===== src/source/dcache_bridge_pkg.sv =====
// Store/AMO bridge package with widths, opcodes and port structs
`default_nettype none

package dcache_bridge_pkg;

    // ------------------------------------------------------------------
    // Widths
    // ------------------------------------------------------------------
    localparam int unsigned PADDR_W = 32;
    localparam int unsigned INDEX_W = 12;
    localparam int unsigned TAG_W   = PADDR_W - INDEX_W;
    localparam int unsigned DATA_W  = 64;
    localparam int unsigned BE_W    = DATA_W / 8;
    localparam int unsigned TID_W   = 4;
    localparam int unsigned SID_W   = 2;

    // Reserved transaction id for AMO traffic
    localparam logic [TID_W-1:0] AMO_TID = '1;

    // Access size codes on the core port
    localparam logic [1:0] SIZE_WORD  = 2'b10;
    localparam logic [1:0] SIZE_DWORD = 2'b11;

    // ------------------------------------------------------------------
    // Opcodes
    // ------------------------------------------------------------------
    // RISC-V AMO codes as driven by the core
    typedef enum logic [3:0] {
        AMO_LR   = 4'd0,
        AMO_SC   = 4'd1,
        AMO_SWAP = 4'd2,
        AMO_ADD  = 4'd3,
        AMO_AND  = 4'd4,
        AMO_OR   = 4'd5,
        AMO_XOR  = 4'd6,
        AMO_MAX  = 4'd7,
        AMO_MAXU = 4'd8,
        AMO_MIN  = 4'd9,
        AMO_MINU = 4'd10
    } amo_op_e;

    // L1 data cache request opcodes
    typedef enum logic [4:0] {
        CACHE_LOAD            = 5'd0,
        CACHE_STORE           = 5'd1,
        CACHE_AMO_LR          = 5'd2,
        CACHE_AMO_SC          = 5'd3,
        CACHE_AMO_SWAP        = 5'd4,
        CACHE_AMO_ADD         = 5'd5,
        CACHE_AMO_AND         = 5'd6,
        CACHE_AMO_OR          = 5'd7,
        CACHE_AMO_XOR         = 5'd8,
        CACHE_AMO_MAX         = 5'd9,
        CACHE_AMO_MAXU        = 5'd10,
        CACHE_AMO_MIN         = 5'd11,
        CACHE_AMO_MINU        = 5'd12,
        CACHE_FLUSH_ALL       = 5'd13,
        CACHE_FLUSH_INVAL_ALL = 5'd14
    } cache_op_e;

    // ------------------------------------------------------------------
    // Port structs
    // ------------------------------------------------------------------
    typedef struct packed {
        logic [INDEX_W-1:0] addr_offset;
        logic [TAG_W-1:0]   addr_tag;
        logic [DATA_W-1:0]  wdata;
        cache_op_e          op;
        logic [BE_W-1:0]    be;
        logic [1:0]         size;
        logic [SID_W-1:0]   sid;
        logic [TID_W-1:0]   tid;
        logic               need_rsp;
        logic               phys_indexed;
        logic               uncacheable;
    } cache_req_t;

    typedef struct packed {
        logic              rvalid;
        logic [TID_W-1:0]  tid;
        logic [DATA_W-1:0] rdata;
    } cache_rsp_t;

    typedef struct packed {
        logic               preq;
        logic [PADDR_W-1:0] paddr;
        logic [DATA_W-1:0]  wdata;
        logic [BE_W-1:0]    be;
        logic [1:0]         size;
        logic               cacheable;
    } store_req_t;

    typedef struct packed {
        logic               preq;
        logic [PADDR_W-1:0] paddr;
        logic [DATA_W-1:0]  wdata;
        amo_op_e            atop;
        logic [1:0]         size;
        logic               cacheable;
    } amo_req_t;

    typedef struct packed {
        logic              pgnt;
        logic              rvalid;
        logic [DATA_W-1:0] rdata;
    } core_rsp_t;

endpackage

`default_nettype wire


===== src/source/amo_unit.sv =====
// AMO formatter with opcode mapping, single-pending tracking and response lane select
`timescale 1ns/1ps
`default_nettype none

module amo_unit
    import dcache_bridge_pkg::*;
(
    input  wire logic             clk_i,
    input  wire logic             rst_ni,
    input  wire amo_req_t         amo_req_i,
    input  wire logic [SID_W-1:0] sid_i,
    input  wire logic             amo_xfer_i,
    input  wire cache_rsp_t       cache_rsp_i,
    output cache_req_t            amo_cache_req_o,
    output logic                  amo_busy_o,
    output core_rsp_t             amo_rsp_o
);

    cache_op_e         amo_op;
    logic              amo_is_word;
    logic [DATA_W-1:0] amo_data;
    logic [BE_W-1:0]   amo_be;

    logic              amo_busy_q;
    logic              amo_word_q;
    logic              amo_hi_q;
    logic              amo_rsp_hit;
    logic [31:0]       amo_rsp_word;

    // ------------------------------------------------------------------
    // Request formatting
    // ------------------------------------------------------------------
    always_comb begin
        case (amo_req_i.atop)
            AMO_LR:   amo_op = CACHE_AMO_LR;
            AMO_SC:   amo_op = CACHE_AMO_SC;
            AMO_SWAP: amo_op = CACHE_AMO_SWAP;
            AMO_ADD:  amo_op = CACHE_AMO_ADD;
            AMO_AND:  amo_op = CACHE_AMO_AND;
            AMO_OR:   amo_op = CACHE_AMO_OR;
            AMO_XOR:  amo_op = CACHE_AMO_XOR;
            AMO_MAX:  amo_op = CACHE_AMO_MAX;
            AMO_MAXU: amo_op = CACHE_AMO_MAXU;
            AMO_MIN:  amo_op = CACHE_AMO_MIN;
            AMO_MINU: amo_op = CACHE_AMO_MINU;
            default:  amo_op = CACHE_LOAD;
        endcase
    end

    assign amo_is_word = (amo_req_i.size == SIZE_WORD);

    // Word operands go on both halves, the byte enables pick the lane
    assign amo_data = amo_is_word ? {2{amo_req_i.wdata[31:0]}} : amo_req_i.wdata;
    assign amo_be   = !amo_is_word      ? 8'hff :
                      amo_req_i.paddr[2] ? 8'hf0 : 8'h0f;

    always_comb begin
        amo_cache_req_o = '{
            addr_offset:  amo_req_i.paddr[INDEX_W-1:0],
            addr_tag:     amo_req_i.paddr[PADDR_W-1:INDEX_W],
            wdata:        amo_data,
            op:           amo_op,
            be:           amo_be,
            size:         amo_req_i.size,
            sid:          sid_i,
            tid:          AMO_TID,
            need_rsp:     1'b1,
            phys_indexed: 1'b1,
            uncacheable:  !amo_req_i.cacheable
        };
    end

    // ------------------------------------------------------------------
    // Pending tracking
    // ------------------------------------------------------------------
    assign amo_rsp_hit = cache_rsp_i.rvalid && (cache_rsp_i.tid == AMO_TID) && amo_busy_q;

    always_ff @(posedge clk_i or negedge rst_ni) begin
        if (!rst_ni) begin
            amo_busy_q <= 1'b0;
        end else if (amo_xfer_i) begin
            amo_busy_q <= 1'b1;
        end else if (amo_rsp_hit) begin
            amo_busy_q <= 1'b0;
        end
    end

    // Lane info captured with the request, the core may move on after pgnt
    always_ff @(posedge clk_i) begin
        if (amo_xfer_i) begin
            amo_word_q <= amo_is_word;
            amo_hi_q   <= amo_req_i.paddr[2];
        end
    end

    assign amo_busy_o = amo_busy_q;

    // ------------------------------------------------------------------
    // Response extraction
    // ------------------------------------------------------------------
    assign amo_rsp_word = amo_hi_q ? cache_rsp_i.rdata[63:32] : cache_rsp_i.rdata[31:0];

    always_comb begin
        amo_rsp_o.pgnt   = 1'b0;
        amo_rsp_o.rvalid = amo_rsp_hit;
        amo_rsp_o.rdata  = amo_word_q ? {{32{amo_rsp_word[31]}}, amo_rsp_word}
                                      : cache_rsp_i.rdata;
    end

endmodule

`default_nettype wire


===== src/source/flush_sequencer.sv =====
// Whole-cache flush FSM issuing the flush request and the core acknowledge
`timescale 1ns/1ps
`default_nettype none

module flush_sequencer
    import dcache_bridge_pkg::*;
(
    input  wire logic       clk_i,
    input  wire logic       rst_ni,
    input  wire logic       flush_i,
    input  wire logic       flush_xfer_i,
    input  wire cache_rsp_t cache_rsp_i,
    output logic            flush_req_o,
    output logic            flush_ack_o
);

    typedef enum logic {
        FLUSH_IDLE,
        FLUSH_PEND
    } flush_state_e;

    flush_state_e state_q;
    flush_state_e state_d;

    always_comb begin
        state_d     = state_q;
        flush_req_o = 1'b0;
        flush_ack_o = 1'b0;

        case (state_q)
            FLUSH_IDLE: begin
                flush_req_o = flush_i;
                if (flush_xfer_i) begin
                    state_d = FLUSH_PEND;
                end
            end
            FLUSH_PEND: begin
                // Flush completion comes back on tid 0
                if (cache_rsp_i.rvalid && (cache_rsp_i.tid == '0)) begin
                    flush_ack_o = 1'b1;
                    state_d     = FLUSH_IDLE;
                end
            end
            default: begin
                state_d = FLUSH_IDLE;
            end
        endcase
    end

    always_ff @(posedge clk_i or negedge rst_ni) begin
        if (!rst_ni) begin
            state_q <= FLUSH_IDLE;
        end else begin
            state_q <= state_d;
        end
    end

endmodule

`default_nettype wire


===== src/source/request_mux.sv =====
// Cache request builder and priority selector for AMO, store and flush traffic
`timescale 1ns/1ps
`default_nettype none

module request_mux
    import dcache_bridge_pkg::*;
#(
    parameter bit INVAL_ON_FLUSH = 1'b0
) (
    input  wire store_req_t       store_req_i,
    input  wire amo_req_t         amo_req_i,
    input  wire cache_req_t       amo_cache_req_i,
    input  wire logic             amo_busy_i,
    input  wire logic             flush_req_i,
    input  wire logic [SID_W-1:0] sid_i,
    input  wire logic             cache_req_ready_i,
    output logic                  cache_req_valid_o,
    output cache_req_t            cache_req_o,
    output logic                  store_pgnt_o,
    output logic                  amo_pgnt_o,
    output logic                  amo_xfer_o,
    output logic                  flush_xfer_o
);

    localparam cache_op_e FLUSH_OP = INVAL_ON_FLUSH ? CACHE_FLUSH_INVAL_ALL : CACHE_FLUSH_ALL;

    cache_req_t store_cache_req;
    cache_req_t flush_cache_req;

    logic fwd_amo;
    logic fwd_store;
    logic fwd_flush;

    // ------------------------------------------------------------------
    // Request construction
    // ------------------------------------------------------------------
    always_comb begin
        store_cache_req = '{
            addr_offset:  store_req_i.paddr[INDEX_W-1:0],
            addr_tag:     store_req_i.paddr[PADDR_W-1:INDEX_W],
            wdata:        store_req_i.wdata,
            op:           CACHE_STORE,
            be:           store_req_i.be,
            size:         store_req_i.size,
            sid:          sid_i,
            tid:          '0,
            need_rsp:     1'b0,
            phys_indexed: 1'b1,
            uncacheable:  !store_req_i.cacheable
        };
    end

    // Flush carries no address, completion comes back on tid 0
    always_comb begin
        flush_cache_req = '{
            addr_offset:  '0,
            addr_tag:     '0,
            wdata:        '0,
            op:           FLUSH_OP,
            be:           '0,
            size:         '0,
            sid:          sid_i,
            tid:          '0,
            need_rsp:     1'b1,
            phys_indexed: 1'b0,
            uncacheable:  1'b0
        };
    end

    // ------------------------------------------------------------------
    // Selection
    // ------------------------------------------------------------------
    // A second AMO waits here until the first one has its response
    assign fwd_amo   = amo_req_i.preq && !amo_busy_i;
    assign fwd_store = !fwd_amo && store_req_i.preq;
    assign fwd_flush = !fwd_amo && !store_req_i.preq && flush_req_i;

    assign cache_req_valid_o = fwd_amo || fwd_store || fwd_flush;

    always_comb begin
        if (fwd_amo) begin
            cache_req_o = amo_cache_req_i;
        end else if (fwd_store) begin
            cache_req_o = store_cache_req;
        end else begin
            cache_req_o = flush_cache_req;
        end
    end

    // Grants only on an actual transfer
    assign amo_pgnt_o   = fwd_amo && cache_req_ready_i;
    assign store_pgnt_o = fwd_store && cache_req_ready_i;
    assign amo_xfer_o   = amo_pgnt_o;
    assign flush_xfer_o = fwd_flush && cache_req_ready_i;

endmodule

`default_nettype wire


===== src/source/store_amo_bridge.sv =====
// Store and AMO port bridge from the core to the L1 data cache request port
`timescale 1ns/1ps
`default_nettype none

module store_amo_bridge
    import dcache_bridge_pkg::*;
#(
    parameter bit INVAL_ON_FLUSH = 1'b0
) (
    input  wire logic             clk_i,
    input  wire logic             rst_ni,
    input  wire logic [SID_W-1:0] sid_i,
    input  wire store_req_t       store_req_i,
    output core_rsp_t             store_rsp_o,
    input  wire amo_req_t         amo_req_i,
    output core_rsp_t             amo_rsp_o,
    input  wire logic             flush_i,
    output logic                  flush_ack_o,
    output logic                  cache_req_valid_o,
    input  wire logic             cache_req_ready_i,
    output cache_req_t            cache_req_o,
    input  wire cache_rsp_t       cache_rsp_i
);

    cache_req_t amo_cache_req;
    core_rsp_t  amo_unit_rsp;
    logic       amo_busy;
    logic       amo_xfer;
    logic       amo_pgnt;
    logic       store_pgnt;
    logic       flush_req;
    logic       flush_xfer;

    amo_unit u_amo_unit (
        .clk_i           (clk_i),
        .rst_ni          (rst_ni),
        .amo_req_i       (amo_req_i),
        .sid_i           (sid_i),
        .amo_xfer_i      (amo_xfer),
        .cache_rsp_i     (cache_rsp_i),
        .amo_cache_req_o (amo_cache_req),
        .amo_busy_o      (amo_busy),
        .amo_rsp_o       (amo_unit_rsp)
    );

    flush_sequencer u_flush_sequencer (
        .clk_i        (clk_i),
        .rst_ni       (rst_ni),
        .flush_i      (flush_i),
        .flush_xfer_i (flush_xfer),
        .cache_rsp_i  (cache_rsp_i),
        .flush_req_o  (flush_req),
        .flush_ack_o  (flush_ack_o)
    );

    request_mux #(
        .INVAL_ON_FLUSH (INVAL_ON_FLUSH)
    ) u_request_mux (
        .store_req_i       (store_req_i),
        .amo_req_i         (amo_req_i),
        .amo_cache_req_i   (amo_cache_req),
        .amo_busy_i        (amo_busy),
        .flush_req_i       (flush_req),
        .sid_i             (sid_i),
        .cache_req_ready_i (cache_req_ready_i),
        .cache_req_valid_o (cache_req_valid_o),
        .cache_req_o       (cache_req_o),
        .store_pgnt_o      (store_pgnt),
        .amo_pgnt_o        (amo_pgnt),
        .amo_xfer_o        (amo_xfer),
        .flush_xfer_o      (flush_xfer)
    );

    // Stores need no response, only the grant goes back
    assign store_rsp_o = '{pgnt: store_pgnt, rvalid: 1'b0, rdata: '0};
    assign amo_rsp_o   = '{pgnt: amo_pgnt, rvalid: amo_unit_rsp.rvalid, rdata: amo_unit_rsp.rdata};

endmodule

`default_nettype wire


===== config.mk =====
export PLATFORM = sky130hd
export DESIGN_NAME = store_amo_bridge
export DESIGN_NICKNAME = d
export VERILOG_FILES = /design/src/source/dcache_bridge_pkg.sv /design/src/source/amo_unit.sv /design/src/source/flush_sequencer.sv /design/src/source/request_mux.sv /design/src/source/store_amo_bridge.sv
export SDC_FILE = /design/constraint.sdc
export NUM_CORES = 1
export LEC_CHECK = 0
export BUFFER_PORTS_ARGS = -buffer_cell sky130_fd_sc_hd__buf_2
export CORE_AREA = 2 2 211 213
export CTS_CLUSTER_DIAMETER = 50
export DETAILED_ROUTE_END_ITERATION = 16
export DIE_AREA = 0 0 213 215
export PLACE_DENSITY = 0.4
export SYNTH_ARGS = -nofsm -noshare
export SYNTH_HDL_FRONTEND = slang
export SYNTH_HIERARCHICAL = 1
export SYNTH_SLANG_ARGS = --single-unit
export TNS_END_PERCENT = 20

===== constraint.sdc =====
create_clock -name clk_i -period 2.3 [get_ports clk_i]
set_clock_uncertainty 0.05 [all_clocks]
set_input_delay 0.23 -clock clk_i [delete_from_list [all_inputs] [get_ports clk_i]]
set_output_delay 0.23 -clock clk_i [all_outputs]
set_load 0.01 [all_outputs]

# Yosys cells after proc, flatten, opt, wreduce, memory -nomap -nowiden
# Memory sizes are Yosys's and may differ from the RTL's.
# Index checks and enable logic that the tools add are counted.
[classes]
mux = 15
n_reduce_logical = 19
bitwise_logic = 1
eq_ne = 2
[op_table]
columns = ["op", "n"]
rows = [
  ["120-bit two-way mux", 2],
  ["64-bit two-way mux", 2],
  ["32-bit two-way mux", 1],
  ["8-bit two-way mux", 2],
  ["1-bit logical AND", 10],
  ["1-bit two-way mux", 7],
  ["1-bit logical NOT", 5],
  ["4-bit equality test, second input constant", 1],
  ["4-bit logical NOT", 1],
  ["2-bit equality test, second input constant", 1],
  ["1-bit logical OR", 2],
  ["1-bit case mux with 2 select lines", 1],
  ["2-bit nonzero test", 1],
  ["1-bit NOT", 1],
]
[word_totals]
reg_bits = 4
elab_cells = 42
inputBits = 287
n_memories = 1
romBits = 64
[memory_table]
columns = ["memory", "depth", "word_bits", "read_ports", "rd_ports_with_merged_regs", "write_ports", "line", "rtl"]
rows = [
  ["(name not given)", 16, 4, 1, 0, 0, "amo_unit.sv:34", "case (amo_req_i.atop)"],
]

# Logic depth before layout (Yosys ltp)
[depth]
depth_word = 8
depth_mapped = 7
ltp_nobuf = 5

# Modules after synthesis
# Netlist, hierarchy kept.
[modules_own_cells]
columns = ["mod", "area_per_inst_um2", "n_inst", "cells_per_inst"]
rows = [
  ["amo_unit", 2273.4, 1, 254],
  ["request_mux", 2169.6, 1, 394],
  ["store_amo_bridge", 506.7, 1, 68],
  ["flush_sequencer", 60.1, 1, 6],
]

# Worst setup path after synthesis
# OpenSTA, ideal clock, no wires.
[synth_timing]
path_type = "input-to-output"
startpoint = "input amo_req_i[2] in the netlist's numbering"
endpoint = "output cache_req_o[80] in the netlist's numbering"
path_buffers = 2
setup_slack_ns = 0.840
path_stages = 6
arrival_time_ns = 1.180
cell_sequence = "nor2b_1 -> buf_6 -> buf_6 -> mux2_2 -> nand3b_1 -> o21ai_0"
[synth_lines]
columns = ["element", "line", "rtl"]
rows = [
  ["start, declared", "store_amo_bridge.sv:15", "input wire amo_req_t amo_req_i,"],
  ["end, declared", "store_amo_bridge.sv:21", "output cache_req_t cache_req_o,"],
]

==> metrics.txt <==
result of the run=complete, no violations; total number of yosys warnings=6; Cells after Synth=721; final count of pins violating max slew=0; Congestion Overflow GR=0; relative contribution of sequential cells to total power=between 5 and 6%; chip width=around 210 um; setup_tns=0 ns; clock tree from TritonCTS=done; logic depth of the worst register-to-register path=5; combinational group share of total power=84.9%; max-cap violations=0; DRC Markers=0; IO buf count=approximately 470; post-route clock period utilization=90.5%; Static Leak=3.88 nW; maximum number of pins on one net before global-route repair=67; final cell count without fillers=between 1500 and 2000; insertion delay of the later-clocked pin in the worst-skew pair=roughly 0.22 ns; CP endpoint kind=primary output; initial antenna violation count=1; Tightest Hold Check Type=input pin to flip-flop; CTS Root Cell=sky130_fd_sc_hd__clkbuf_16; Pint=1.50 mW; CTS clk-pin slew, worst paths=0.03 ns; post-detailed-route via-to-cell ratio=3.59; CTS resizes=0; count of nets after finishing=1365; relative contribution of the clock network to total power=9.6%; total routed wirelength=roughly 23000 um; global-route wire length before repair=31400 um; maximum clock frequency=0.480 GHz; Req. time, crit path=2.02 ns; y dimension of the die=215 um; slew of the pin with the lowest slew margin=0.565 ns; vias in the first global route=between 5000 and 6000; Register-to-Register Setup Slack=0.63 ns; total number of clock tree sinks=4; starting utilization of the core area=between 10 and 15%; final routed wire length divided by cell count=roughly 14 um; setup violators final=0; DRC marker count from the first detailed-route iteration=213; final worst path period need=roughly 2.1 ns; aggregate global-route resource usage=8.86%; final-layout fill cell count=between 5000 and 6000; average cell area after synthesis=6.94 um2; Post-DRT Antenna Nets=0; Reg2Reg Launch Point=u_amo_unit/amo_busy_o; Reg2Reg Capture Point=u_amo_unit/amo_busy_o; core area=about 44000 um2; post-detail-place hpwl=~19000 um; top fanout value on the critical path=58; total power per unit cell area=405 nW/um2; H-Tree Level Count=1; Max-Slew Margin vs Limit=62.4%; Ports=541; cell area after technology mapping=5000 um2; Inserted Clock Buffers=3; VDD IR max=about 0.16 mV; hold violation count in the final report=0; CP Launch Type=flip-flop; net switching share of the total power=between 40% and 50%; worst hold start=cache_rsp_i[68]; share of layout cells above drive strength 1=53.2%; via total after detailed routing=5985; row count=77; placed cell count=~1700; final hold slack=0.204 ns; net switching power=approximately 1.4 mW; Cells on Worst Hold Path=2; setup repair after global routing missed its margin=false; Bufs on Longest Clock Path=2; Final Wtd Congestion=0.871; drt pass-1 iters=4; capture endpoint of the worst hold path=u_flush_sequencer/state_q; area enclosed by the die boundary=approximately 46000 um2; P&R area growth vs syn=45.0%; critical setup path kind=flip-flop to primary output; endpoint arrival time on the critical path=1.80 ns
-- registers in the layout (all words and copies together) (netlist names) --
| register | cells |
|---|---|
| u_flush_sequencer/state_q | 1 |
| u_amo_unit/amo_hi_q | 1 |
| u_amo_unit/amo_word_q | 1 |
| u_amo_unit/amo_busy_o | 1 |
-- final cells by class --
cell class                      count  area, um2  area share [%]
Multi-Input combinational cell    536       3530            48.7
Tap cell                          592        741            10.2
Antenna cell                        1       2.50          0.0345
Inverter                           36        135            1.86
Sequential cell                     4        114            1.57
Timing Repair Buffer              495       2650            36.5
Clock buffer                        4       78.8            1.09
-- worst max-delay path by stage --
stage	startpoint	to	slack, ns	depth (start not counted)
after CTS	u_amo_unit/amo_busy_o	cache_req_o[80]	0.15	5
after global routing	u_amo_unit/amo_busy_o	cache_req_o[80]	0.1	5
after detailed placement	amo_req_i[1]	cache_req_o[80]	0.18	7
final	u_amo_unit/amo_busy_o	cache_req_o[80]	0.22	5
after floorplan	amo_req_i[2]	cache_req_o[80]	0.84	6
after global placement	amo_req_i[2]	cache_req_o[80]	0.17	7
-- worst max-delay path, cell delays in order, from the launching register on --
cell and delay, ns:
sky130_fd_sc_hd__dfrtp_4 0.58, sky130_fd_sc_hd__nor2b_4 0.17, sky130_fd_sc_hd__buf_12 0.19, sky130_fd_sc_hd__buf_12 0.25, sky130_fd_sc_hd__o21ai_0 0.17, sky130_fd_sc_hd__buf_2 0.17
-- routing by layer --
metal	global-route usage [%]	up-vias	part of all wire, %
met2	17.4	373	52
met1	9.73	2695	37
li1	-	2899	-
met5	0	-	0
met4	2.05	0	1.9
met3	1.43	18	9.2
-- repair_timing --
action	in CTS	in global routing
setup buffers	0	0
hold buffers	1	0
hold endpoints to repair	2	0
-- power groups by stage --
stage | Sequential [mW] | Combinational, mW | Clock [mW]
2_1_floorplan | 0.114 | 1.68 | 0
3_3_place_gp | 0.174 | 2.55 | 0
3_5_place_dp | 0.172 | 2.52 | 0
4_1_cts | 0.173 | 2.53 | 0.287
5_1_grt | 0.175 | 2.73 | 0.296
6_report | 0.163 | 2.50 | 0.282
-- through the flow --
step | power (mW) | utilization, % | setup slack, ns | instance area, um2
final | 2.94 | 16.6 | 0.218 | 7250
after global routing | 3.20 | 16.6 | 0.0981 | 7250
after CTS | 2.99 | 16.6 | 0.155 | 7250
after detailed placement | 2.69 | 16.4 | 0.177 | 7160
after global placement | 2.72 | 16.4 | 0.172 | 7160
after floorplan | 1.80 | - | 0.840 | 5260
-- layout by cell type, fill, tap and decap left out, types with 8 or more instances in the layout --
master	n
sky130_fd_sc_hd__o21ai_0	108
sky130_fd_sc_hd__mux2i_1	33
sky130_fd_sc_hd__nand3b_1	107
sky130_fd_sc_hd__mux2_2	36
sky130_fd_sc_hd__mux2_4	32
sky130_fd_sc_hd__conb_1	72
sky130_fd_sc_hd__and2_1	8
sky130_fd_sc_hd__nand2_1	109
sky130_fd_sc_hd__inv_1	36
sky130_fd_sc_hd__buf_12	9
sky130_fd_sc_hd__buf_4	13
sky130_fd_sc_hd__buf_2	472
No activity file was read; power rests on OpenSTA's default activity.
